[config.mk]
export PLATFORM = sky130hd
export DESIGN_NAME = byte_counter_flat
export DESIGN_NICKNAME = d
export VERILOG_FILES = /design/src/source/mem_bus_pkg.sv /design/src/source/byte_seq_if.sv /design/src/source/byte_counter.sv /design/src/flat_wrapper.sv
export SDC_FILE = /design/constraint.sdc
export NUM_CORES = 1
export LEC_CHECK = 0
export BUFFER_PORTS_ARGS = -buffer_cell sky130_fd_sc_hd__clkbuf_2
export CAP_MARGIN = 20
export CORE_MARGIN = 4
export CORE_UTILIZATION = 54
export DETAILED_ROUTE_END_ITERATION = 7
export HOLD_SLACK_MARGIN = 0.08
export MAX_ROUTING_LAYER = met4
export PLACE_DENSITY = 0.82
export RECOVER_POWER = 25
export SYNTH_ARGS = -nofsm -noshare
export SYNTH_HDL_FRONTEND = slang
export SYNTH_SLANG_ARGS = --single-unit
[constraint.sdc]
create_clock -name clk -period 2.9 [get_ports clk]
set_clock_uncertainty 0.1 [all_clocks]
set_input_delay 0.435 -clock clk [delete_from_list [all_inputs] [get_ports clk]]
set_output_delay 0.435 -clock clk [all_outputs]
set_load 0.03 [all_outputs]
[src/source/mem_bus_pkg.sv]
package mem_bus_pkg;

    localparam int addr_width = 32;
    localparam int word_width = 32;
    localparam int byte_width = 8;

    // RAM is byte wide, words are little endian
    localparam int bytes_per_word = 4;

    typedef logic [addr_width-1:0] addr_t;
    typedef logic [word_width-1:0] word_t;
    typedef logic [byte_width-1:0] byte_t;

    // transfer length minus one
    typedef logic [1:0] len_t;

    typedef logic [$clog2(bytes_per_word)-1:0] byte_idx_t;

endpackage

[src/source/byte_seq_if.sv]
`timescale 1ns/1ps

interface byte_seq_if;
    import mem_bus_pkg::*;

    logic      start;
    logic      issue;
    len_t      len;
    addr_t     base;
    addr_t     ram_addr;
    byte_idx_t byte_idx;
    logic      last;

    modport ctrl (output start, output issue, output len, output base, input last);

    modport count (
        input  start, input issue, input len, input base,
        output ram_addr, output byte_idx, output last
    );

    modport data (input start, input issue, input byte_idx);

endinterface

[src/source/byte_counter.sv]
`timescale 1ns/1ps

module byte_counter (
    input logic clk,
    input logic rst,
    byte_seq_if.count seq
);
    import mem_bus_pkg::*;

    // length is held for the whole transfer
    len_t len_q;

    assign seq.last = (seq.byte_idx == len_q);

    always_ff @(posedge clk) begin
        if (rst) begin
            seq.ram_addr <= '0;
            seq.byte_idx <= '0;
            len_q <= '0;
        end else if (seq.start) begin
            seq.ram_addr <= seq.base;
            seq.byte_idx <= '0;
            len_q <= seq.len;
        end else if (seq.issue) begin
            seq.ram_addr <= seq.ram_addr + 1'b1;
            seq.byte_idx <= seq.byte_idx + 1'b1;
        end
    end

endmodule

[src/flat_wrapper.sv]
// flat-port wrapper written by rule: the top's interface ports become plain ports
module byte_counter_flat import mem_bus_pkg::*;
  (clk, rst, seq_start, seq_issue, seq_len, seq_base, seq_ram_addr, seq_byte_idx, seq_last);
  byte_seq_if seq_i ();
  input logic clk;
  input logic rst;
  input wire logic [$bits(seq_i.start)-1:0] seq_start;
  input wire logic [$bits(seq_i.issue)-1:0] seq_issue;
  input wire logic [$bits(seq_i.len)-1:0] seq_len;
  input wire logic [$bits(seq_i.base)-1:0] seq_base;
  output wire logic [$bits(seq_i.ram_addr)-1:0] seq_ram_addr;
  output wire logic [$bits(seq_i.byte_idx)-1:0] seq_byte_idx;
  output wire logic [$bits(seq_i.last)-1:0] seq_last;
  assign seq_i.start = seq_start;
  assign seq_i.issue = seq_issue;
  assign seq_i.len = seq_len;
  assign seq_i.base = seq_base;
  assign seq_ram_addr = seq_i.ram_addr;
  assign seq_byte_idx = seq_i.byte_idx;
  assign seq_last = seq_i.last;
  byte_counter u_core (.clk(clk), .rst(rst), .seq(seq_i));
endmodule
==> results.md <==
- Vias in the first global route: 2252
- CTS tree: done
- Most frequent cells in the layout: 61 x clkbuf_2, 36 x dfxtp_1, 31 x nor2_1
- Initial DRC count: 270
- Synth warnings: 0
- CTS resizes: 0
- Max Cap Viol: 0
- Async SR Flop Fraction: 0%
- Via density: 6.31
- CTS clk-pin slew, worst paths: 70 ps
- Total GRT Usage: 26.2%
- Area share of the largest cell type after synthesis: 32.9%
- Status: finished clean
- PortBufs: 72
- Main synth FF type: dfxtp_1
- Final setup viols: 0
- Worst Setup End Kind: flop
- H-Tree Depth: 2
- Synthesized area per cell: 7.99 µm²
- Setup crit start kind: primary input
- Leakage: 0.00107 µW
- Die H: 71.7 µm
- # DRC: 0
- Die Width: 71.7 µm
- Class of the worst hold path: in2reg
- Total grt overflow: 0
- Area Overhead vs Synth: 22.0%
- Worst slew margin: 35.0%
- Ports: 73
- Post-DP HPWL: 4720 µm
- Clock sink count: 36
- Top achievable clock speed: 0.449 GHz
- Worst-skew pair later-pin latency: 290 ps
- Commonest non-fill, non-tap cell in the layout: clkbuf_2
- Largest net degree at the start of global routing: 29
- Root Buffer Master: clkbuf_8
- CTS Buf Count: 5
- Worst-margin pin slew: 974 ps
- Fin Setup TNS: 0 ps
- Drt wl/cell: 16.4 µm
- Via count of the routed design: 2466
- Post-synthesis cell count: 274
- Worst Path Required: 2970 ps
- Maximum fanout along the worst path: 22
- Final Max Slew Viols: 0
- Drt pass-1 iters: 4
- Final hold violations: 0
- Largest cells by area after synthesis: dfxtp_1 33%, nor2_1 5.3%, nand4_1 5.1%, nand2_1 4.1%, a311oi_1 4.0%
- EDFF count, synth: 0
- Setup Crit Path Kind: in2reg
- Final critical-path required period: 2220 ps
- Final Worst Setup Slack: 675 ps
- Largest area contributor in the netlist: dfxtp_1
- RSZ-0062 raised after global routing: no
- Full die area: 0.00514 mm²
- Diodes inserted: 0
- Row count: 22
- Clk buf depth: 2
- Placer Congestion: 0.962
- Cell variety after synth: 45
- VDD IR max: 0.000373 V
- Number of nets with antenna violations after routing: 0
- Starting Density: 57.6%
- CP arrival: 2300 ps
- #FFs+latches synth: 36
- Layout cells sized above 1: 22.7%
- Post-CTS setup buffer count: 0
- Routed WL: 6430 µm
- Hold-fix buffers at CTS: 0
- First-pass GRT wire length: 10500 µm
- Net Count, Synth: 313
- Pre-CTS setup slack: 737 ps
- Crit share post-route: 76.7%
- Initial antenna violation count: 0
- Register area share after synthesis: 32.9%
- Post-Syn Area: 0.00219 mm²
- Filler cell count: 348
- Pwr dens: 451 mW/mm²
- Fin nets: 382
- CORE AREA: 0.00380 mm²
-- critical path, cell delays in order --
cell and delay (ps):
clkbuf_1 700, clkbuf_1 610, inv_1 240, a32oi_1 210, nand3_1 90
-- Yosys cell counts, drive strengths merged, types with 2 or more instances --
cell / n
xnor2: 6
clkbuf: 13
o22ai: 2
nor3: 5
nand2b: 2
o31ai: 7
inv: 4
nor4b: 3
a211oi: 8
and2: 2
o211a: 2
a221oi: 2
or3: 4
o21ai: 5
or4: 9
or3b: 2
nor3b: 2
a21oi: 7
nor2: 31
a22oi: 5
buf: 3
and4: 5
nand3: 12
xor2: 10
mux2i: 3
a311oi: 10
o221ai: 3
nor4: 4
nand2: 24
a41o: 3
dfxtp: 36
and3: 13
nand4: 18
-- state kept, by name, summed over array words and instances (netlist names) --
name,flops
u_core.seq.byte_idx,2
u_core.len_q,2
u_core.seq.ram_addr,32
-- cell families (layout without fill, tap and decap cells) --
logic type	count (synthesis)	in the layout	share of synthesized area, %
compound gates	59	59	20.4
xor+xnor	16	16	6.40
fa+ha+maj	1	1	0.571
buf+inv	20	89	3.54
flops	36	36	32.9
mux	3	3	1.37
simple gates	139	139	34.8
-- power breakdown --
| group | internal [µW] | switching (µW) | total, µW | leakage [µW] |
|---|---|---|---|---|
| registers | 528 | 52.3 | 580 | 0.000298 |
| logic | 84.7 | 149 | 234 | 0.000726 |
| clock network | 212 | 179 | 391 | 0.0000503 |
| total | 824 | 380 | 1200 | 0.00107 |
-- path summary, 6_finish.rpt --
| path | slack [ps] | cells after the start | end | start |
|---|---|---|---|---|
| worst max-delay path | 680 | 5 | u_core.seq.ram_addr[30]$_SDFFE_PP0P_ | rst |
| worst min-delay path | 270 | 3 | u_core.seq.ram_addr[2]$_SDFFE_PP0P_ | seq_base[2] |
| worst max register to register | 700 | 4 | u_core.seq.ram_addr[22]$_SDFFE_PP0P_ | u_core.seq.ram_addr[2]$_SDFFE_PP0P_ |
| worst min register to register | 420 | 2 | u_core.len_q[0]$_SDFFE_PP0P_ | u_core.len_q[0]$_SDFFE_PP0P_ |
-- routing by layer --
| metal | GRT usage, % | vias up | part of all wire [%] |
|---|---|---|---|
| met5 | - | - | 0 |
| met3 | 5.05 | 14 | 7.8 |
| met1 | 33.2 | 1125 | 43 |
| li1 | - | 1207 | - |
| met2 | 40.7 | 120 | 47 |
| met4 | 11.1 | 0 | 2.5 |
-- stage by stage --
step                instances  total power [µW]  util, %  hold slack [ps]  area [µm²]
floorplan                 274               737        -              381        2190
global placement          384               821     68.2              396        2590
detailed placement        384               827     68.2              411        2590
CTS                       391              1210     70.8              266        2690
global route              391              1260     70.3              264        2670
finish                    391              1200     70.3              269        2670
-- layout make-up --
type | count | area [µm²] | area share (%)
Sequential cell | 36 | 721 | 27.0
Inverter | 4 | 15.0 | 0.562
Timing Repair Buffer | 78 | 388 | 14.5
Tap cell | 48 | 60.1 | 2.25
Multi-Input combinational cell | 218 | 1390 | 52.1
Clock buffer | 7 | 96.3 | 3.61
Note: power is estimated with default switching activity, not from simulation.
