File: config.mk
export PLATFORM = sky130hd
export DESIGN_NAME = word_buffer_flat
export DESIGN_NICKNAME = d
export VERILOG_FILES = /design/src/source/mem_bus_pkg.sv /design/src/source/byte_seq_if.sv /design/src/source/word_buffer.sv /design/src/flat_wrapper.sv
export SDC_FILE = /design/constraint.sdc
export NUM_CORES = 1
export LEC_CHECK = 0
export BUFFER_PORTS_ARGS = -buffer_cell sky130_fd_sc_hd__buf_2
export CELL_PAD_IN_SITES_DETAIL_PLACEMENT = 0
export CELL_PAD_IN_SITES_GLOBAL_PLACEMENT = 2
export CORE_UTILIZATION = 29
export CTS_CLUSTER_SIZE = 28
export DETAILED_ROUTE_END_ITERATION = 12
export PLACE_DENSITY = 0.91
export SYNTH_ARGS = -nofsm -noshare
export SYNTH_HDL_FRONTEND = slang
export SYNTH_SLANG_ARGS = --single-unit
File: constraint.sdc
create_clock -name clk -period 2.46 [get_ports clk]
set_input_delay 0.246 -clock clk [delete_from_list [all_inputs] [get_ports clk]]
set_output_delay 0.246 -clock clk [all_outputs]
set_load 0.005 [all_outputs]
File: src/source/mem_bus_pkg.sv
package mem_bus_pkg;

    localparam int addr_width = 32;
    localparam int word_width = 32;
    localparam int byte_width = 8;

    // RAM is byte wide, words are little endian
    localparam int bytes_per_word = 4;

    typedef logic [addr_width-1:0] addr_t;
    typedef logic [word_width-1:0] word_t;
    typedef logic [byte_width-1:0] byte_t;

    // transfer length minus one
    typedef logic [1:0] len_t;

    typedef logic [$clog2(bytes_per_word)-1:0] byte_idx_t;

endpackage

File: src/source/byte_seq_if.sv
`timescale 1ns/1ps

interface byte_seq_if;
    import mem_bus_pkg::*;

    logic      start;
    logic      issue;
    len_t      len;
    addr_t     base;
    addr_t     ram_addr;
    byte_idx_t byte_idx;
    logic      last;

    modport ctrl (output start, output issue, output len, output base, input last);

    modport count (
        input  start, input issue, input len, input base,
        output ram_addr, output byte_idx, output last
    );

    modport data (input start, input issue, input byte_idx);

endinterface

File: src/source/word_buffer.sv
`timescale 1ns/1ps

module word_buffer (
    input  logic               clk,
    input  logic               rst,
    byte_seq_if.data           seq,
    input  mem_bus_pkg::word_t wdata,
    input  mem_bus_pkg::word_t hit_word,
    input  logic               take_hit,
    input  mem_bus_pkg::byte_t ram_rdata,
    output mem_bus_pkg::byte_t ram_wdata,
    output mem_bus_pkg::word_t rdata
);
    import mem_bus_pkg::*;

    word_t     store_q;
    logic      cap_valid;
    byte_idx_t cap_idx;

    assign ram_wdata = store_q[seq.byte_idx * byte_width +: byte_width];

    // RAM answers one cycle after the address
    always_ff @(posedge clk) begin
        if (rst) begin
            cap_valid <= 1'b0;
        end else begin
            cap_valid <= seq.issue;
        end
    end

    always_ff @(posedge clk) begin
        cap_idx <= seq.byte_idx;
        if (seq.start) begin
            store_q <= wdata;
            // bytes not loaded read as zero
            rdata <= '0;
        end else if (take_hit) begin
            rdata <= hit_word;
        end else if (cap_valid) begin
            rdata[cap_idx * byte_width +: byte_width] <= ram_rdata;
        end
    end

endmodule

File: src/flat_wrapper.sv
// flat-port wrapper written by rule: the top's interface ports become plain ports
module word_buffer_flat import mem_bus_pkg::*;
  (clk, rst, wdata, hit_word, take_hit, ram_rdata, ram_wdata, rdata, seq_start, seq_issue, seq_byte_idx);
  byte_seq_if seq_i ();
  input  logic clk;
  input  logic rst;
  input  mem_bus_pkg::word_t wdata;
  input  mem_bus_pkg::word_t hit_word;
  input  logic take_hit;
  input  mem_bus_pkg::byte_t ram_rdata;
  output mem_bus_pkg::byte_t ram_wdata;
  output mem_bus_pkg::word_t rdata;
  input wire logic [$bits(seq_i.start)-1:0] seq_start;
  input wire logic [$bits(seq_i.issue)-1:0] seq_issue;
  input wire logic [$bits(seq_i.byte_idx)-1:0] seq_byte_idx;
  assign seq_i.start = seq_start;
  assign seq_i.issue = seq_issue;
  assign seq_i.byte_idx = seq_byte_idx;
  word_buffer u_core (.clk(clk), .rst(rst), .seq(seq_i), .wdata(wdata), .hit_word(hit_word), .take_hit(take_hit), .ram_rdata(ram_rdata), .ram_wdata(ram_wdata), .rdata(rdata));
endmodule
==> results of run 1 <==
==> where the power goes <==
group / leakage (nW) / total, mW / switching (mW) / internal, mW
clock: 0.121 / 1.10 / 0.428 / 0.671
sequential: 0.602 / 1.27 / 0.0284 / 1.25
combinational: 0.810 / 0.280 / 0.139 / 0.141
total: 1.53 / 2.65 / 0.596 / 2.06
==> how the worst max path moves through the flow <==
stage / start / to / slack (ns) / cells past startpoint
after floorplan: u_core.cap_idx[0]$_DFF_P_ / u_core.rdata[1]$_SDFFE_PP0P_ / 0.67 / 7
after global placement: u_core.cap_idx[0]$_DFF_P_ / u_core.rdata[29]$_SDFFE_PP0P_ / 0.51 / 5
after detailed placement: u_core.cap_idx[0]$_DFF_P_ / u_core.rdata[24]$_SDFFE_PP0P_ / 0.40 / 5
after CTS: u_core.cap_idx[0]$_DFF_P_ / u_core.rdata[29]$_SDFFE_PP0P_ / 0.40 / 5
after global routing: u_core.cap_idx[0]$_DFF_P_ / u_core.rdata[29]$_SDFFE_PP0P_ / 0.19 / 5
final: u_core.cap_idx[0]$_DFF_P_ / u_core.rdata[24]$_SDFFE_PP0P_ / 0.37 / 5
==> cells in the final DEF, fill, tap and decap left out <==
cell | netlist | layout
nor3b_2 | 1 | 1
bufinv_16 | 0 | 3
nand4_1 | 15 | 15
clkinv_1 | 1 | 2
and3b_1 | 1 | 1
nand3b_1 | 31 | 31
clkinv_2 | 0 | 1
nand3_1 | 17 | 17
buf_4 | 1 | 4
ha_1 | 5 | 5
a21oi_1 | 1 | 1
clkbuf_8 | 0 | 9
and4bb_2 | 1 | 1
edfxtp_1 | 32 | 32
and2_1 | 1 | 1
nor2b_1 | 4 | 4
and2b_1 | 1 | 1
buf_2 | 5 | 118
a31oi_1 | 31 | 31
nor4bb_2 | 0 | 1
dfxtp_1 | 35 | 35
clkinv_4 | 0 | 2
a22oi_1 | 1 | 1
mux4_2 | 8 | 8
inv_1 | 1 | 1
nand2_1 | 35 | 35
==> per-stage QoR <==
stage	setup WS, ns	cell area [um^2]
5_1_grt	0.193	3770
2_1_floorplan	0.669	2840
6_report	0.374	3770
3_3_place_gp	0.514	3530
3_5_place_dp	0.404	3530
4_1_cts	0.403	3770
==> state kept, by name (all words and copies together), names as in the netlist <==
register / count
u_core.store_q: 32
u_core.rdata: 32
u_core.cap_idx: 2
u_core.cap_valid: 1
==> worst max-delay path, stage by stage, from the launching register on <==
cell and delay [ns]:
dfxtp_1 0.40, clkinv_1 0.26, ha_1 0.52, nor2b_1 0.52, nand3_1 0.16, a31oi_1 0.16
==> routing by layer <==
metal  wire length [um]  GRT usage, %  up-vias
met5                  0             0        -
li1                   -             -     1147
met1               3460          19.4     1123
met4                157          6.91        0
met2               3560          24.5      101
met3                656          4.72       15
==> cells in the mapped netlist (2+ instances only) <==
master	n
nand4_1	15
nand3_1	17
nand2_1	35
ha_1	5
clkbuf_1	11
dfxtp_1	35
edfxtp_1	32
nand3b_1	31
mux4_2	8
nor2b_1	4
buf_2	5
buf_1	2
a31oi_1	31
==> cells by family after synthesis <==
family	count (synthesis)
buffers and inverters	22
adder cells (fa/ha/maj)	5
flip-flops	67
multiplexers	8
AO/OA/AOI/OAI	33
AND/OR/NAND/NOR	108
==> layout make-up <==
class | count | share of cell area, %
flip-flops and latches | 67 | 44.0
multi-input cells | 154 | 28.7
repair buffers | 122 | 16.5
well taps | 129 | 4.28
clock buffers | 9 | 3.28
inverters | 2 | 0.199
clock inverters | 7 | 3.08
==> flow_summary.ini, run 1 <==
[cells_and_area]
drive_above_1_share_pct = 41.0
final_util_pct = 40.3
multi_input_area_um2 = 1080
final_cell_count_no_fill = 490
diodes = 0
area_delta_synth_final_pct = 33.0
num-fill-cells = 969
seqCellArea_um2 = 1660
nets = 440

[floorplanning]
core-area_um2 = 9370
pin_count = 119
die_y_um = 101
die-area_um2 = 10200
dieWidth_um = 101
row_count = 35
start_util_pct = 30.3

[power]
ir_drop_uv = 253
power_density_nw_per_um2 = 704
total_power_mw = 2.65
p_leak_nw = 1.53

[routing]
drt-pass1-iter-count = 4
antenna_left = 0
via_per_inst = 4.87
drt_iter0_drc = 95
drc_errors = 0
drt_wl_total_um = 7830
wl_per_cell_um = 16.0
num_vias = 2386

[run_status]
outcome = completed

[yosys]
synth_nets = 327
syn_area_um2 = 2840
synth_warnings = 0
yosys.area.top_type = edfxtp_1
synth.area.top_cells = edfxtp_1, dfxtp_1, nand3b_1
synth_edf_count = 32
synthFlopType = dfxtp_1
synth-async-reset-ratio_pct = 0
yosysSeqAreaShare_pct = 58.6
synth_fa_ha_area_share_pct = 2.21
synth_top_area_share_pct = 33.9
synth_top_family_by_area = simple AND/OR/NAND/NOR gates
synth_cells = 243
syn_area_per_cell_um2 = 11.7
synth.distinct_cells = 25
synth_compound_area_share_pct = 7.28
synth_xor_area_share_pct = 0
ys_ff_latch = 67
synth_mux_area_share_pct = 6.35
synthSimpleGateAreaFrac_pct = 22.1

[sta]
finalSetupViolCount = 0
finalCritPeriodShare_pct = 84.8
holdWs_ns = 0.0520
period_needed_ns = 2.09
fmax_ghz = 0.479
final_hold_viol_count = 0
timing.final.max_slew_violations = 0
fin_setup_tns_ns = 0
rsz0062_at_grt = false
slew_headroom_pct = 46.7
skew_ns = 0.0137
tightest_slew_ns = 0.800

[placement]
place_hpwl_um = 5700
dp.cells = 474
gp_congestion = 0.812
portBuffers = 118

[critical_path]
rr_worst_depth = 5
worstReg2RegStart = u_core.cap_idx[0]$_DFF_P_
required_ns = 2.74
crit_fanout = 12
worstSetupEndpointType = flip-flop
cp.arrival_ns = 2.36
critPathKind = reg -> reg
rr_endpoint = u_core.rdata[24]$_SDFFE_PP0P_
reg2reg_slack_ns = 0.37
crit_path_start_kind = flip-flop

[cts]
cts_tree = built
cts_htree_levels = 3
cts-resized-gates = 0
clkSinkCount = 67
clock_latency_ns = 0.35
cts_made_buffers = 9
cts_setup_buffers = 0
clock_path_buffers = 2
postCtsHoldBufs = 0
clk_pin_slew_worst_paths_ns = 0.08
root_buffer = clkbuf_8

[hold_path]
hold_path_depth = 2
hp-start = rst
hold_path_end = u_core.cap_valid$_SDFF_PP0_
hp-class = in -> reg

[global_route]
grt_pass1_wl_um = 11800
grt_pass1_vias = 2304
track_usage_pct = 15.5
grt_start_max_net_pins = 40
antenna_found_initial = 0
gr-total-overflow = 0

[flow_run]
maxCapViolCount = 0
No activity file was read; power rests on OpenSTA's default activity.
==> run 2: changes to the inputs <==
- CORE_UTILIZATION: 29 -> 26
- PLACE_DENSITY: 0.91 -> 0.87
- clock period: 2.46 -> 1.7 ns (I/O delays scaled with it)
==> flow_summary.ini, run 2 (synthesis gave the netlist of run 1 again) <==
[sta]
final_hold_viol_count = 0
fmax_ghz = 0.641
holdWs_ns = 0.0249
finalCritPeriodShare_pct = 91.7
skew_ns = 0.00889
timing.final.max_slew_violations = 0
rsz0062_at_grt = false
slew_headroom_pct = 70.6
finalSetupViolCount = 0
fin_setup_tns_ns = 0
tightest_slew_ns = 0.441
period_needed_ns = 1.56

[global_route]
track_usage_pct = 15.0
grt_start_max_net_pins = 53
grt_pass1_wl_um = 12800
antenna_found_initial = 0
gr-total-overflow = 0
grt_pass1_vias = 2508

[cells_and_area]
area_delta_synth_final_pct = 46.1
top_regs = u_core.rdata x32, u_core.store_q x32, u_core.cap_idx x2
final_cell_mix = buf_2, nand2_1, dfxtp_1, edfxtp_1
nets = 477
layout_commonest_cell = buf_2
drive_above_1_share_pct = 39.7
final_util_pct = 39.6
final_area_um2 = 4150
diodes = 0

[cts]
cts_setup_buffers = 0
clk_pin_slew_worst_paths_ns = 0.08
root_buffer = clkbuf_8
clkSinkCount = 67
clock_latency_ns = 0.34
cts_htree_levels = 3
clock_path_buffers = 2
cts_tree = built
cts_made_buffers = 9

[routing]
drc_errors = 0
drt_iter0_drc = 108
num_vias = 2516
drt_wl_total_um = 8600
antenna_left = 0
drt-pass1-iter-count = 4
wl_per_cell_um = 16.1
via_per_inst = 4.71

[floorplanning]
die-area_um2 = 11300
dieWidth_um = 106
pin_count = 119
row_count = 37
die_y_um = 106
core-area_um2 = 10500
start_util_pct = 27.1

[placement]
placed_area_um2 = 3610
portBuffers = 118
gp_congestion = 0.743
place_hpwl_um = 6090

[critical_path]
worstReg2RegStart = u_core.cap_idx[1]$_DFF_P_
path_cells = inv_1 > ha_2 > nor4bb_4 > buf_4 > nand4_1 > a31oi_1
worst-path-buf-inv = 2
path_delay_family = simple AND/OR/NAND/NOR gates
cp_slowest_cell = dfxtp_1
rr_worst_depth = 6
cp.arrival_ns = 1.83
crit_fanout = 7
cp.depth = 6
rr_endpoint = u_core.rdata[15]$_SDFFE_PP0P_
crit_path_start_kind = flip-flop
worstSetupEndpointType = flip-flop
reg2reg_slack_ns = 0.14
cpPeakStageDelay_ns = 0.37
cp-endpoint = u_core.rdata[15]$_SDFFE_PP0P_
critPathLaunch = u_core.cap_idx[1]$_DFF_P_
critPathKind = reg -> reg
required_ns = 1.97

[hold_path]
hp-class = in -> reg

[power]
ir_drop_uv = 491
p_leak_nw = 1.69
power_density_nw_per_um2 = 920

[flow_run]
maxCapViolCount = 0

[run_status]
outcome = completed
[run 2: cell types whose count changed in the layout (fill, tap and decap cells not counted), sizes merged]
| cell | before | now |
|---|---|---|
| bufinv | 3 | 2 |
| dlygate4sd3 | 0 | 30 |
| buf | 122 | 129 |
| clkinv | 5 | 2 |
| inv | 1 | 3 |
| clkinvlp | 0 | 2 |
[run 2: area by class of cell]
cell class,instances,area [um^2]
Timing Repair Buffer,159,990
Sequential cell,67,1660
Clock inverter,7,98.8
Multi-Input combinational cell,154,1090
Tap cell,136,170
Fill cell,1057,6320
Clock buffer,9,124
Inverter,2,8.76
[run 2: per-stage QoR]
step	cells	setup slack, ns	total power [mW]
floorplan	243	0.000697	2.06
global placement	488	0.210	2.30
detailed placement	488	0.155	2.32
CTS	531	0.122	3.86
global route	534	0.00953	3.99
finish	534	0.141	3.81
[run 2: worst register-to-register path, stage by stage (launching register included)]
cell      delay (ns)
dfxtp_1         0.37
inv_1           0.10
ha_2            0.22
nor4bb_4        0.33
buf_4           0.20
nand4_1         0.10
a31oi_1         0.17
[run 2: worst min path at each step]
stage                                from                           end  slack (ns)  depth (start not counted)
after global placement                rst   u_core.cap_valid$_SDFF_PP0_        0.34                          2
after CTS                       wdata[30]  u_core.store_q[30]$_DFFE_PP_       0.001                          1
after detailed placement              rst   u_core.cap_valid$_SDFF_PP0_        0.34                          2
after global routing            wdata[14]  u_core.store_q[14]$_DFFE_PP_       0.002                          1
final                           wdata[14]  u_core.store_q[14]$_DFFE_PP_        0.02                          1
after floorplan           seq_byte_idx[0]     u_core.cap_idx[0]$_DFF_P_        0.20                          0
[run 2: power breakdown]
| group | total [mW] | switching (mW) | internal (mW) |
|---|---|---|---|
| registers | 1.85 | 0.0429 | 1.80 |
| logic | 0.489 | 0.224 | 0.265 |
| clock network | 1.48 | 0.646 | 0.834 |
| total | 3.81 | 0.913 | 2.90 |
[run 2: layer usage]
layer	global-route usage (%)	vias to the layer above	share of wire (%)	routed length, um
li1	-	1227	-	-
met1	19.1	1188	44	3830
met2	25.7	94	49	4260
met3	3.13	7	5.4	463
met4	3.82	0	0.67	58
met5	0	-	0	0
[run 2: repair_timing]
action                                  CTS  global route
endpoints found under the hold margin    27             3
endpoints found under the setup margin    0            12
hold buffers                             27             3
gates resized for setup                   0             3
==> run 3: changes to the inputs <==
- CORE_UTILIZATION: 26 -> 29
- PLACE_DENSITY: 0.87 -> 0.91
- clock period: 1.7 -> 1.5 ns (I/O delays scaled with it)
==> flow_summary.ini, run 3 (synthesis gave the netlist of run 1 again) <==
[run_status]
outcome = completed

[power]
ir_drop_uv = 410
pwr-share-seq_pct = 46.9
pwr-share-clk_pct = 40.0
switching_share_pct = 22.4
power_density_nw_per_um2 = 1050
p_leak_nw = 1.74
power.internal_mw = 3.47
share_comb_of_total_power_pct = 13.1
p_switching_mw = 1.00

[floorplanning]
die_y_um = 101
die-area_um2 = 10200
row_count = 35
core-area_um2 = 9370
start_util_pct = 30.3
pin_count = 119
dieWidth_um = 101

[sta]
holdWs_ns = 0.0462
fin_setup_tns_ns = 0
rsz0062_at_grt = true
period_needed_ns = 1.49
skew_ns = 0.0135
fmax_ghz = 0.672
finalSetupViolCount = 0
tightest_slew_ns = 0.343
finalCritPeriodShare_pct = 99.2
timing.final.max_slew_violations = 0
final_hold_viol_count = 0
slew_headroom_pct = 77.1

[cts]
clock_latency_ns = 0.34
clock_path_buffers = 2
root_buffer = clkbuf_8
clk_pin_slew_worst_paths_ns = 0.07
cts_setup_buffers = 0
clkSinkCount = 67
cts_htree_levels = 3
cts_tree = built
cts_made_buffers = 9

[global_route]
track_usage_pct = 17.5
grt_pass1_vias = 2611
antenna_found_initial = 0
grt_start_max_net_pins = 65
grt_pass1_wl_um = 13300
gr-total-overflow = 0

[cells_and_area]
drive_above_1_share_pct = 41.2
diodes = 0
final_cell_count_no_fill = 534
multi_input_area_um2 = 1120
area_delta_synth_final_pct = 50.2
final_cell_mix = buf_2, nand2_1, dlygate4sd3_1, dfxtp_1, edfxtp_1
nets = 484
layout_commonest_cell = buf_2
num-fill-cells = 943
top_regs = u_core.rdata x32, u_core.store_q x32, u_core.cap_idx x2
seqCellArea_um2 = 1670

[placement]
place_hpwl_um = 5770
gp_congestion = 0.853
dp.cells = 485
portBuffers = 118

[routing]
wl_per_cell_um = 16.4
drc_errors = 0
via_per_inst = 4.77
antenna_left = 0
num_vias = 2548
drt_wl_total_um = 8770
drt_iter0_drc = 104
drt-pass1-iter-count = 4

[critical_path]
required_ns = 1.35
crit_fanout = 1
worstSetupEndpointType = output pin
critPathKind = reg -> out
crit_path_start_kind = flip-flop
cp.arrival_ns = 1.34

[flow_run]
maxCapViolCount = 0

[hold_path]
hp-class = in -> reg
run 3: power groups by stage:
stage | clock, mW | sequential, mW | combinational, mW
floorplan | 0 | 2.13 | 0.218
global placement | 0 | 2.13 | 0.490
detailed placement | 0 | 2.13 | 0.498
CTS | 1.85 | 2.09 | 0.568
global route | 1.93 | 2.11 | 0.641
finish | 1.79 | 2.09 | 0.587
run 3: through the flow:
stage | total power [mW] | setup WS (ns) | area (um^2) | utilization [%]
floorplan | 2.34 | 0.00241 | 2870 | -
global placement | 2.62 | 0.103 | 3650 | 39.0
detailed placement | 2.63 | 0.0570 | 3650 | 39.0
CTS | 4.51 | 0.0115 | 4220 | 45.0
global route | 4.68 | -0.0577 | 4260 | 45.5
finish | 4.47 | 0.0115 | 4260 | 45.5
run 3: worst paths after layout:
check | startpoint | slack [ns] | endpoint | cells past startpoint
max | u_core.store_q[28]$_DFFE_PP_ | 0.01 | ram_wdata[4] | 2
max reg2reg | u_core.cap_idx[0]$_DFF_P_ | 0.08 | u_core.rdata[13]$_SDFFE_PP0P_ | 6
min | seq_issue | 0.05 | u_core.cap_valid$_SDFF_PP0_ | 2
min reg2reg | u_core.rdata[12]$_SDFFE_PP0P_ | 0.51 | u_core.rdata[12]$_SDFFE_PP0P_ | 2
run 3: routing by layer:
| layer | GRT usage (%) | vias up | share of wire [%] |
|---|---|---|---|
| met4 | 5.46 | 0 | 0.78 |
| met1 | 21.4 | 1209 | 44 |
| li1 | - | 1238 | - |
| met3 | 4.79 | 7 | 6.4 |
| met2 | 30.0 | 94 | 49 |
| met5 | 0 | - | 0 |
run 3: area by class of cell:
cell class	instances	area share, %
multi-input combinational	154	26.2
clock buffer	9	2.91
timing repair buffer	166	24.9
clock inverter	7	2.73
sequential	67	39.1
tap	129	3.79
inverter	2	0.294
run 3: repair_timing:
action / 4_1_cts / 5_1_grt
endpoints found under the hold margin: 33 / 0
endpoints found under the setup margin: 0 / 32
resized for setup: 0 / 9
hold buffers: 33 / 0
run 3: critical path, cell delays in order, from the launching register on:
cell and delay (ns):
edfxtp_1 0.38, mux4_2 0.48, buf_2 0.15
