**src/source/mem_bus_pkg.sv**
```systemverilog
package mem_bus_pkg;

    localparam int addr_width = 32;
    localparam int word_width = 32;
    localparam int byte_width = 8;

    // RAM is byte wide, words are little endian
    localparam int bytes_per_word = 4;

    typedef logic [addr_width-1:0] addr_t;
    typedef logic [word_width-1:0] word_t;
    typedef logic [byte_width-1:0] byte_t;

    // transfer length minus one
    typedef logic [1:0] len_t;

    typedef logic [$clog2(bytes_per_word)-1:0] byte_idx_t;

endpackage

```
**src/source/byte_seq_if.sv**
```systemverilog
`timescale 1ns/1ps

interface byte_seq_if;
    import mem_bus_pkg::*;

    logic      start;
    logic      issue;
    len_t      len;
    addr_t     base;
    addr_t     ram_addr;
    byte_idx_t byte_idx;
    logic      last;

    modport ctrl (output start, output issue, output len, output base, input last);

    modport count (
        input  start, input issue, input len, input base,
        output ram_addr, output byte_idx, output last
    );

    modport data (input start, input issue, input byte_idx);

endinterface

```
**src/source/mem_ctrl_fsm.sv**
```systemverilog
`timescale 1ns/1ps

module mem_ctrl_fsm (
    input  logic               clk,
    input  logic               rst,
    byte_seq_if.ctrl           seq,
    input  logic               if_req,
    input  mem_bus_pkg::addr_t if_addr,
    input  logic               d_req,
    input  logic               d_we,
    input  mem_bus_pkg::addr_t d_addr,
    input  mem_bus_pkg::len_t  d_len,
    input  logic               hit,
    output logic               fill,
    output logic               take_hit,
    output logic               ram_wr,
    output logic               if_ack,
    output logic               d_ack
);
    import mem_bus_pkg::*;

    typedef enum logic [1:0] {
        idle,
        load,
        store,
        respond
    } seq_state_t;

    seq_state_t state;
    logic       serve_d;
    logic       hit_wait;
    logic       fill_pend;
    logic       served_req;

    assign served_req = serve_d ? d_req : if_req;

    // data port wins when both request
    assign seq.start = (state == idle) && (d_req || (if_req && !hit));
    assign seq.base = d_req ? d_addr : if_addr;
    assign seq.len = d_req ? d_len : len_t'(bytes_per_word - 1);
    assign seq.issue = (state == load) || (state == store);

    assign ram_wr = (state == store);
    assign take_hit = (state == respond) && hit_wait;
    // fill lands with the first cycle of if_ack
    assign fill = (state == respond) && if_ack && fill_pend;

    always_ff @(posedge clk) begin
        if (rst) begin
            state <= idle;
            serve_d <= 1'b0;
            hit_wait <= 1'b0;
            fill_pend <= 1'b0;
            if_ack <= 1'b0;
            d_ack <= 1'b0;
        end else begin
            case (state)
                idle: begin
                    if (d_req) begin
                        serve_d <= 1'b1;
                        state <= d_we ? store : load;
                    end else if (if_req) begin
                        serve_d <= 1'b0;
                        if (hit) begin
                            hit_wait <= 1'b1;
                            state <= respond;
                        end else begin
                            fill_pend <= 1'b1;
                            state <= load;
                        end
                    end
                end
                load, store: begin
                    if (seq.last) begin
                        state <= respond;
                    end
                end
                respond: begin
                    if (if_ack) begin
                        fill_pend <= 1'b0;
                    end
                    // hit word goes into the buffer before ack
                    if (hit_wait) begin
                        hit_wait <= 1'b0;
                    end else if (served_req) begin
                        d_ack <= serve_d;
                        if_ack <= !serve_d;
                    end else begin
                        d_ack <= 1'b0;
                        if_ack <= 1'b0;
                        state <= idle;
                    end
                end
                default: state <= idle;
            endcase
        end
    end

endmodule

```
**src/flat_wrapper.sv**
```systemverilog
// flat-port wrapper written by rule: the top's interface ports become plain ports
module mem_ctrl_fsm_flat import mem_bus_pkg::*;
  (clk, rst, if_req, if_addr, d_req, d_we, d_addr, d_len, hit, fill, take_hit, ram_wr, if_ack, d_ack, seq_start, seq_issue, seq_len, seq_base, seq_last);
  byte_seq_if seq_i ();
  input  logic clk;
  input  logic rst;
  input  logic if_req;
  input  mem_bus_pkg::addr_t if_addr;
  input  logic d_req;
  input  logic d_we;
  input  mem_bus_pkg::addr_t d_addr;
  input  mem_bus_pkg::len_t d_len;
  input  logic hit;
  output logic fill;
  output logic take_hit;
  output logic ram_wr;
  output logic if_ack;
  output logic d_ack;
  output wire logic [$bits(seq_i.start)-1:0] seq_start;
  output wire logic [$bits(seq_i.issue)-1:0] seq_issue;
  output wire logic [$bits(seq_i.len)-1:0] seq_len;
  output wire logic [$bits(seq_i.base)-1:0] seq_base;
  input wire logic [$bits(seq_i.last)-1:0] seq_last;
  assign seq_start = seq_i.start;
  assign seq_issue = seq_i.issue;
  assign seq_len = seq_i.len;
  assign seq_base = seq_i.base;
  assign seq_i.last = seq_last;
  mem_ctrl_fsm u_core (.clk(clk), .rst(rst), .seq(seq_i), .if_req(if_req), .if_addr(if_addr), .d_req(d_req), .d_we(d_we), .d_addr(d_addr), .d_len(d_len), .hit(hit), .fill(fill), .take_hit(take_hit), .ram_wr(ram_wr), .if_ack(if_ack), .d_ack(d_ack));
endmodule
```
**config.mk**
```make
export PLATFORM = sky130hd
export DESIGN_NAME = mem_ctrl_fsm_flat
export DESIGN_NICKNAME = d
export VERILOG_FILES = /design/src/source/mem_bus_pkg.sv /design/src/source/byte_seq_if.sv /design/src/source/mem_ctrl_fsm.sv /design/src/flat_wrapper.sv
export SDC_FILE = /design/constraint.sdc
export NUM_CORES = 1
export LEC_CHECK = 0
export BUFFER_PORTS_ARGS = -buffer_cell sky130_fd_sc_hd__buf_4
export CORE_MARGIN = 2
export CORE_UTILIZATION = 34
export CTS_CLUSTER_DIAMETER = 40
export DETAILED_ROUTE_END_ITERATION = 10
export PLACE_DENSITY_LB_ADDON = 0.12
export SETUP_SLACK_MARGIN = 0.5
export SYNTH_ARGS = -nofsm -noshare
export SYNTH_HDL_FRONTEND = slang
export SYNTH_SLANG_ARGS = --single-unit
```
**constraint.sdc**
```tcl
create_clock -name clk -period 2.6 [get_ports clk]
set_input_delay 0.52 -clock clk [delete_from_list [all_inputs] [get_ports clk]]
set_output_delay 0.52 -clock clk [all_outputs]
set_load 0.01 [all_outputs]
```
==> impl_metrics.toml, run 1 <==
[run_status]
status = "completed"

[logic_synthesis]
synth_top_area_frac = 0.427
synth_compound_area_frac = 0.112
synth_warnings = 0
yosys-top-cells-area = "mux2_2 (43%), dfxtp_1 (16%), ha_1 (7.0%)"
syn_inst = 92
synth_area_per_cell_um2 = 9.75
synth_area_leader_cell = "mux2_2"
synth-main-ff-cell = "dfxtp_1"
synth_common_cells = "mux2_2 (34), dfxtp_1 (7), nor2_1 (6)"
yosysSeqAreaShare = 0.156
synth_most_common_cell = "mux2_2"
synth_mux_area_frac = 0.480
synth_enable_flop_cells = 0
synth_area_um2 = 897
synth_nets = 170
synthSimpleGateAreaFrac = 0.138
synthAdderAreaFrac = 0.0697
synth_seq_cells = 7
ys_types = 28
synth_xor_area_frac = 0
synth_top_family_by_area = "multiplexers"
ys_async_sr_fraction = 0

[die]
die_y_um = 55.4
num_io_pins = 114
start_util = 0.359
core_region_area_um2 = 2500
rows = 18
die_x_um = 55.4
die-area_um2 = 3070

[finish]
fin_nets = 282
drive_gt1_frac = 0.749
antennaDiodeCount = 0
area_growth_pct = 98.0
postLayoutCoreUtil = 0.711
fin_area_um2 = 1780

[worst_hold_path]
worstHoldPathType = "flop to flop"
holdCritStartpoint = "u_core.d_ack$_SDFFE_PP0P_"
whs_endpoint = "u_core.d_ack$_SDFFE_PP0P_"
holdPathStages = 2

[cts]
clk_latency_ns = 0.25
h-tree-depth = 1
cts_resized = 0
cts_made_buffers = 3
cts_sinks = 7
clk_pin_slew_ns = 0.05
cts_setup_buffers = 0
root_buffer = "clkbuf_4"
clockBufferDepth = 2
cts_tree = "built"
ctsHoldBuffers = 0

[timing]
finalCritPeriodShare = 0.771
finalHoldViolCount = 0
slew_headroom = 0.680
setup_viol = 0
rsz0062_at_grt = "no"
worst_pin_slew_ns = 0.479
fin_crit_ns = 2.01
setup_tns_ns = 0
finalWorstSetupSlack_ns = 0.594
slew_viol_final = 0
fin_worst_skew_ns = 0.00276
fmax_mhz = 499

[job]
cap_viol_max_count = 0

[grt]
grt_pass1_vias = 1113
gr-total-overflow = 0
globalRouteTotalUtil = 0.199
grt_max_degree = 44
antenna_found_initial = 0
grt_pass1_wl_mm = 4.97

[placement]
place_area_um2 = 1750
dp_hpwl_mm = 2.73
port-buffer-count = 113
gp_congestion = 0.745
pre_cts_ws_ns = 0.583

[worst_setup_path]
crit_required_ns = 2.08
critPathBufInv = 2
crit-reg2reg-launch = "u_core.state[0]$_SDFFE_PP0P_"
rr_worst_depth = 5
worstPathCellList = "buf_4, mux2_2, buf_4"
slowest_delay_ns = 0.41
cp_top_family = "buffers and inverters"
cp_data_arrival_time_ns = 1.49
cp_common_cell = "buf_4"
crit_type = "input pin to output pin"
crit_fanout = 43
r2r_end = "u_core.state[0]$_SDFFE_PP0P_"
crit_path_start_kind = "input pin"
endpoint_kind = "output pin"
ff2ff_setup_slack_ns = 0.81
crit_path_top_delay_cell = "mux2_2"

[routing]
routed_via_density = 4.94
antenna_left = 0
routed-via-count = 1150
drtIter0Drc = 16
first_pass_iters = 3
totalWireLength_mm = 3.21
wl_per_cell_um = 13.8
drc = 0

[pwr]
p_leak_nw = 0.899
peakVddDrop_v = 0.000383
total_power_mw = 0.816
power_density_nw_per_um2 = 459
==> layout by cell type (no fill, tap or decap), types with 2 or more instances in the layout <==
cell type and n:
a21oi_1 3, a22oi_1 2, a31oi_1 2, buf_4 113, clkbuf_4 3, dfxtp_1 7
ha_1 5, inv_1 2, mux2_1 2, mux2_2 34, nand2_1 2, nand2b_1 5
nor2_1 6, nor2b_1 3
==> layer usage <==
layer / part of all wire / track usage
met5: 0 / 0
met2: 0.56 / 0.398
met1: 0.34 / 0.196
met3: 0.095 / 0.0679
met4: 0.0050 / 0.0314
==> worst min-delay path: cells and delay by family, from the launching register on <==
kind,cells,cell delay (ns)
AND/OR/NAND/NOR,1,0.05
flip-flops,1,0.31
AO/OA/AOI/OAI,1,0.06
==> report_power, final <==
part           internal, mW  leakage [nW]  switching (mW)
registers             0.139        0.0575          0.0260
clock network        0.0586        0.0150          0.0409
logic                 0.317         0.827           0.234
total                 0.515         0.899           0.301
==> through the flow <==
stage	hold slack, ns	instances
floorplan	0.443	92
detailed placement	0.459	229
global placement	0.443	229
finish	0.463	233
CTS	0.466	233
global route	0.489	233
==> flip-flops by register name, summed over array words and instances, names as in the netlist <==
signal	count
u_core.state	2
u_core.hit_wait	1
u_core.d_ack	1
u_core.fill_pend	1
u_core.if_ack	1
u_core.serve_d	1
==> kinds of logic (layout without fill, tap and decap cells) <==
kind of cell               Yosys count  after routing
AOI/OAI and AO/OA                   12             12
DFF                                  7              7
and+or+nand+nor                     22             22
adders and majority gates            5              5
muxes                               38             38
buffers and inverters                8            119
==> worst max path at each step <==
stage          startpoint                           end  depth (start not counted)
2_1_floorplan       d_req                   seq_base[0]                          4
4_1_cts             d_req                   seq_base[8]                          3
3_5_place_dp        d_req  u_core.state[0]$_SDFFE_PP0P_                          4
5_1_grt             d_req                   seq_base[8]                          3
6_report            d_req                   seq_base[8]                          3
3_3_place_gp        d_req                   seq_base[8]                          3
==> final cells by class <==
class	instances	area, um2
Fill cell	217	723
Inverter	2	7.51
Timing Repair Buffer	113	848
Clock buffer	4	26.3
Tap cell	30	37.5
Sequential cell	7	140
Multi-Input combinational cell	77	717
No activity file was read; power rests on OpenSTA's default activity.
==> run 2: changes to the inputs <==
--- a/config.mk
+++ b/config.mk
@@ -7,7 +7,7 @@
 export LEC_CHECK = 0
 export BUFFER_PORTS_ARGS = -buffer_cell sky130_fd_sc_hd__buf_4
 export CORE_MARGIN = 2
-export CORE_UTILIZATION = 34
+export CORE_UTILIZATION = 29
 export CTS_CLUSTER_DIAMETER = 40
 export DETAILED_ROUTE_END_ITERATION = 10
 export PLACE_DENSITY_LB_ADDON = 0.12
==> constraint.sdc (replaced) <==
create_clock -name clk -period 1.8 [get_ports clk]
set_input_delay 0.36 -clock clk [delete_from_list [all_inputs] [get_ports clk]]
set_output_delay 0.36 -clock clk [all_outputs]
set_load 0.01 [all_outputs]
==> run 2 against run 1 <==
  * Final area up 31%
  * Register-to-register slack worse by 0.59 ns
  * Clock-buffer cell count unchanged
  * Clock skew increased by 0.00091 ns
  * Sequential share of layout area fell by 1.5 points
  * Sequential power is 63% higher
==> impl_metrics.toml, run 2 (synthesis gave the netlist of run 1 again) <==
[timing]
setup_tns_ns = 0
slew_viol_final = 0
fin_crit_ns = 1.58
finalCritPeriodShare = 0.876
setup_viol = 0
finalWorstSetupSlack_ns = 0.224
finalHoldViolCount = 0
rsz0062_at_grt = "yes"
fin_worst_skew_ns = 0.00366
worst_pin_slew_ns = 0.361
fmax_mhz = 634
slew_headroom = 0.759

[routing]
routed-via-count = 1257
routed_via_density = 5.05
totalWireLength_mm = 4.67
drtIter0Drc = 25
antenna_left = 0
drc = 0
wl_per_cell_um = 18.8
first_pass_iters = 4

[job]
cap_viol_max_count = 0

[cts]
clk_latency_ns = 0.26
ctsHoldBuffers = 0
cts_sinks = 7
cts_tree = "built"
h-tree-depth = 1
clk_pin_slew_ns = 0.06
cts_made_buffers = 3
root_buffer = "clkbuf_4"
clockBufferDepth = 2

[grt]
grt_max_degree = 10
gr-total-overflow = 0
globalRouteTotalUtil = 0.249
grt_pass1_vias = 1296
antenna_found_initial = 0
grt_pass1_wl_mm = 6.60

[finish]
fin_cells = 249
fin_nets = 295
drive_gt1_frac = 0.833
top_register = "u_core.state"
layout_commonest_cell = "buf_4"
largest_reg_flops = 2
fin_area_um2 = 2320
mostFrequentLayoutCells = "buf_4 (82), buf_6 (36), mux2_4 (35)"
antennaDiodeCount = 0
area_growth_pct = 159

[worst_setup_path]
crit_required_ns = 1.94
cp_top_family = "compound AO/OA/AOI/OAI gates"
worstPathCellList = "ha_2, and2_4, a2111oi_4, mux2_4"
crit_path_start_kind = "flop"
cp_data_arrival_time_ns = 1.72
crit_type = "flop to flop"
endpoint_kind = "flop"
slowest_delay_ns = 0.40
critPathBufInv = 0
crit_path_top_delay_cell = "a2111oi_4"
crit_fanout = 4

[run_status]
status = "completed"

[die]
die_y_um = 59.6
start_util = 0.299
die-area_um2 = 3550
core_region_area_um2 = 3000
rows = 20
num_io_pins = 114
die_x_um = 59.6

[pwr]
power_density_nw_per_um2 = 668
peakVddDrop_v = 0.000638
p_leak_nw = 1.20

[placement]
gp_congestion = 0.728
place_area_um2 = 1790
pre_cts_ws_ns = 0.131
port-buffer-count = 113
dp_hpwl_mm = 2.73
dp_cells = 233

[worst_hold_path]
worstHoldPathType = "input pin to flop"
run 2: changes by cell type in the layout (fill, tap and decap cells not counted), sizes merged:
| cell | change |
|---|---|
| buf | +13 |
run 2: final timing paths:
kind	from	slack, ns	cells past startpoint	end
setup / recovery	u_core.state[1]$_SDFFE_PP0P_	0.22	4	u_core.state[0]$_SDFFE_PP0P_
hold / removal	rst	0.34	2	u_core.serve_d$_SDFFE_PP0P_
setup reg to reg	u_core.state[1]$_SDFFE_PP0P_	0.22	4	u_core.state[0]$_SDFFE_PP0P_
hold reg to reg	u_core.d_ack$_SDFFE_PP0P_	0.46	2	u_core.d_ack$_SDFFE_PP0P_
run 2: cell type report:
cell class / count / area [um2]
tap: 33 / 41.3
sequential: 7 / 149
fill: 199 / 681
inverter: 2 / 12.5
multi-input combinational: 77 / 882
clock buffer: 4 / 26.3
timing repair buffer: 126 / 1210
run 2: report_power, final:
group / leakage, nW / internal [mW] / switching, mW / total, mW
registers: 0.0590 / 0.215 / 0.0540 / 0.269
clock network: 0.0150 / 0.0850 / 0.0647 / 0.150
logic: 1.13 / 0.705 / 0.429 / 1.13
run 2: per-layer routing:
metal | vias to the layer above | global-route usage | share of wire
li1 | 587 | - | -
met1 | 611 | 0.275 | 0.38
met2 | 57 | 0.495 | 0.55
met3 | 2 | 0.0349 | 0.065
met4 | 0 | 0.0476 | 0.0041
met5 | - | 0 | 0
run 2: worst register-to-register path: cells and delay by family (launching register included):
| family | cells | cell delay, ns |
|---|---|---|
| compound gates | 1 | 0.40 |
| simple gates | 1 | 0.17 |
| flops | 1 | 0.37 |
| fa+ha+maj | 1 | 0.20 |
| mux | 1 | 0.33 |
run 2: through the flow:
stage | hold WS, ns | util | total power [mW]
after floorplan | 0.443 | - | 0.754
after global placement | 0.454 | 0.596 | 1.07
after detailed placement | 0.462 | 0.596 | 1.10
after CTS | 0.342 | 0.764 | 1.53
after global routing | 0.342 | 0.773 | 1.64
final | 0.345 | 0.773 | 1.55
run 2: timing repair:
| action | CTS | global route |
|---|---|---|
| endpoints found under the setup margin | 43 | 41 |
| buffers inserted | 8 | 0 |
| gates cloned | 4 | 0 |
| resized for setup | 84 | 7 |
| pin swaps | 1 | 0 |
==> run 3: changes to the inputs <==
--- a/config.mk
+++ b/config.mk
@@ -10,7 +10,7 @@
 export CORE_UTILIZATION = 29
 export CTS_CLUSTER_DIAMETER = 40
 export DETAILED_ROUTE_END_ITERATION = 10
-export PLACE_DENSITY_LB_ADDON = 0.12
+export PLACE_DENSITY = 0.77
 export SETUP_SLACK_MARGIN = 0.5
 export SYNTH_ARGS = -nofsm -noshare
 export SYNTH_HDL_FRONTEND = slang
==> run 3 against run 2 <==
  * Clock skew is 0.0018 ns lower
  * Critical path type is now flop to output pin
  * Total power rose by 3.1%
  * Sequential power hardly changed
  * Global-route usage shrank 1.0 points
  * Die area unchanged
  * Sequential share of layout area fell by 0.089 points
  * Highest routed layer unchanged
  * Register-to-register slack barely moved
==> impl_metrics.toml, run 3 (synthesis gave the netlist of run 1 again) <==
[run_status]
status = "completed"

[timing]
rsz0062_at_grt = "yes"
finalHoldViolCount = 0
finalWorstSetupSlack_ns = 0.201
fin_worst_skew_ns = 0.00182
setup_tns_ns = 0
slew_viol_final = 0
fmax_mhz = 625
fin_crit_ns = 1.60
slew_headroom = 0.759
worst_pin_slew_ns = 0.362
setup_viol = 0
finalCritPeriodShare = 0.889

[cts]
cts_made_buffers = 3
ctsHoldBuffers = 0
clockBufferDepth = 2
h-tree-depth = 1
cts_sinks = 7
cts_tree = "built"
clk_pin_slew_ns = 0.06
clk_latency_ns = 0.25
root_buffer = "clkbuf_4"

[worst_setup_path]
crit-reg2reg-launch = "u_core.state[1]$_SDFFE_PP0P_"
worstPathCellList = "ha_2, and3_1, buf_4"
rr_worst_depth = 5
crit_path_start_kind = "flop"
cp_top_family = "flip-flops"
critPathBufInv = 1
crit_required_ns = 1.44
slowest_delay_ns = 0.37
crit_path_top_delay_cell = "dfxtp_4"
endpoint_kind = "output pin"
ff2ff_setup_slack_ns = 0.21
crit_fanout = 7
crit_type = "flop to output pin"
r2r_end = "u_core.state[0]$_SDFFE_PP0P_"
cp_data_arrival_time_ns = 1.24

[grt]
globalRouteTotalUtil = 0.238
grt_pass1_vias = 1262
antenna_found_initial = 0
gr-total-overflow = 0
grt_max_degree = 10
grt_pass1_wl_mm = 6.35

[finish]
multi_input_area_um2 = 905
fin_area_um2 = 2350
antennaDiodeCount = 0
mostFrequentLayoutCells = "buf_4 (81), buf_6 (36), mux2_4 (34)"
top_register = "u_core.state"
largest_reg_flops = 2
area_growth_pct = 162
fin_nets = 296
fin_cells = 250
fillers = 188
drive_gt1_frac = 0.839
seqCellArea_um2 = 149
layout_commonest_cell = "buf_4"

[routing]
first_pass_iters = 4
drtIter0Drc = 85
antenna_left = 0
routed_via_density = 4.97
totalWireLength_mm = 4.63
wl_per_cell_um = 18.5
drc = 0
routed-via-count = 1243

[die]
core_region_area_um2 = 3000
num_io_pins = 114
die-area_um2 = 3550
die_x_um = 59.6
die_y_um = 59.6
rows = 20
start_util = 0.299

[worst_hold_path]
worstHoldPathType = "input pin to flop"
holdPathStages = 2
whs_endpoint = "u_core.serve_d$_SDFFE_PP0P_"
holdCritStartpoint = "rst"

[placement]
pre_cts_ws_ns = 0.0768
dp_hpwl_mm = 2.95
port-buffer-count = 113
dp_cells = 234
gp_congestion = 0.773
place_area_um2 = 1780

[pwr]
p_leak_nw = 1.22
power_density_nw_per_um2 = 679
peakVddDrop_v = 0.000692

[job]
cap_viol_max_count = 0
[run 3: cell types whose count changed in the layout (fill, tap and decap cells not counted), sizes merged]
| cell | delta |
|---|---|
| buf | +1 |
[run 3: worst max path at each step]
stage | startpoint | to | slack (ns) | depth (start not counted)
detailed placement | d_req | seq_base[0] | 0.08 | 4
global route | u_core.state[1]$_SDFFE_PP0P_ | fill | 0.15 | 3
floorplan | d_req | u_core.state[0]$_SDFFE_PP0P_ | 0.25 | 4
global placement | d_req | u_core.state[1]$_SDFFE_PP0P_ | 0.12 | 4
finish | u_core.state[1]$_SDFFE_PP0P_ | fill | 0.20 | 3
CTS | u_core.state[0]$_SDFFE_PP0P_ | u_core.state[0]$_SDFFE_PP0P_ | 0.24 | 5
[run 3: timing repair]
item / CTS / global route
setup buffers: 6 / 3
gates cloned: 3 / 0
pin swaps: 0 / 2
resized for setup: 84 / 16
setup endpoints to repair: 43 / 43
[run 3: worst register-to-register path, stage by stage (launching register included)]
cell and delay [ns]:
dfxtp_4 0.37, inv_4 0.05, ha_4 0.16, nor3b_4 0.15, a2111oi_4 0.41, mux2_4 0.33
[run 3: layer usage]
layer,global-route usage,vias up,part of all wire
met4,0.0381,0,0.0058
met3,0.0742,4,0.044
met5,0,-,0
li1,-,590,-
met2,0.394,38,0.55
met1,0.309,611,0.40
[run 3: layout make-up]
class                   count  area share
clock buffers               4      0.0112
inverters                   2     0.00531
multi-input cells          77       0.384
flip-flops and latches      7      0.0632
well taps                  33      0.0175
repair buffers            127       0.519
[run 3: per-stage QoR]
stage	power (mW)	hold slack, ns	utilization
3_5_place_dp	1.09	0.455	0.594
5_1_grt	1.70	0.356	0.784
2_1_floorplan	0.754	0.443	-
6_report	1.60	0.361	0.784
4_1_cts	1.46	0.335	0.752
3_3_place_gp	1.07	0.447	0.594
[run 3: where the power goes]
part,leakage (nW),switching [mW],internal [mW]
Combinational,1.14,0.463,0.717
Clock,0.0150,0.0638,0.0850
Sequential,0.0590,0.0565,0.215
Total,1.22,0.583,1.02
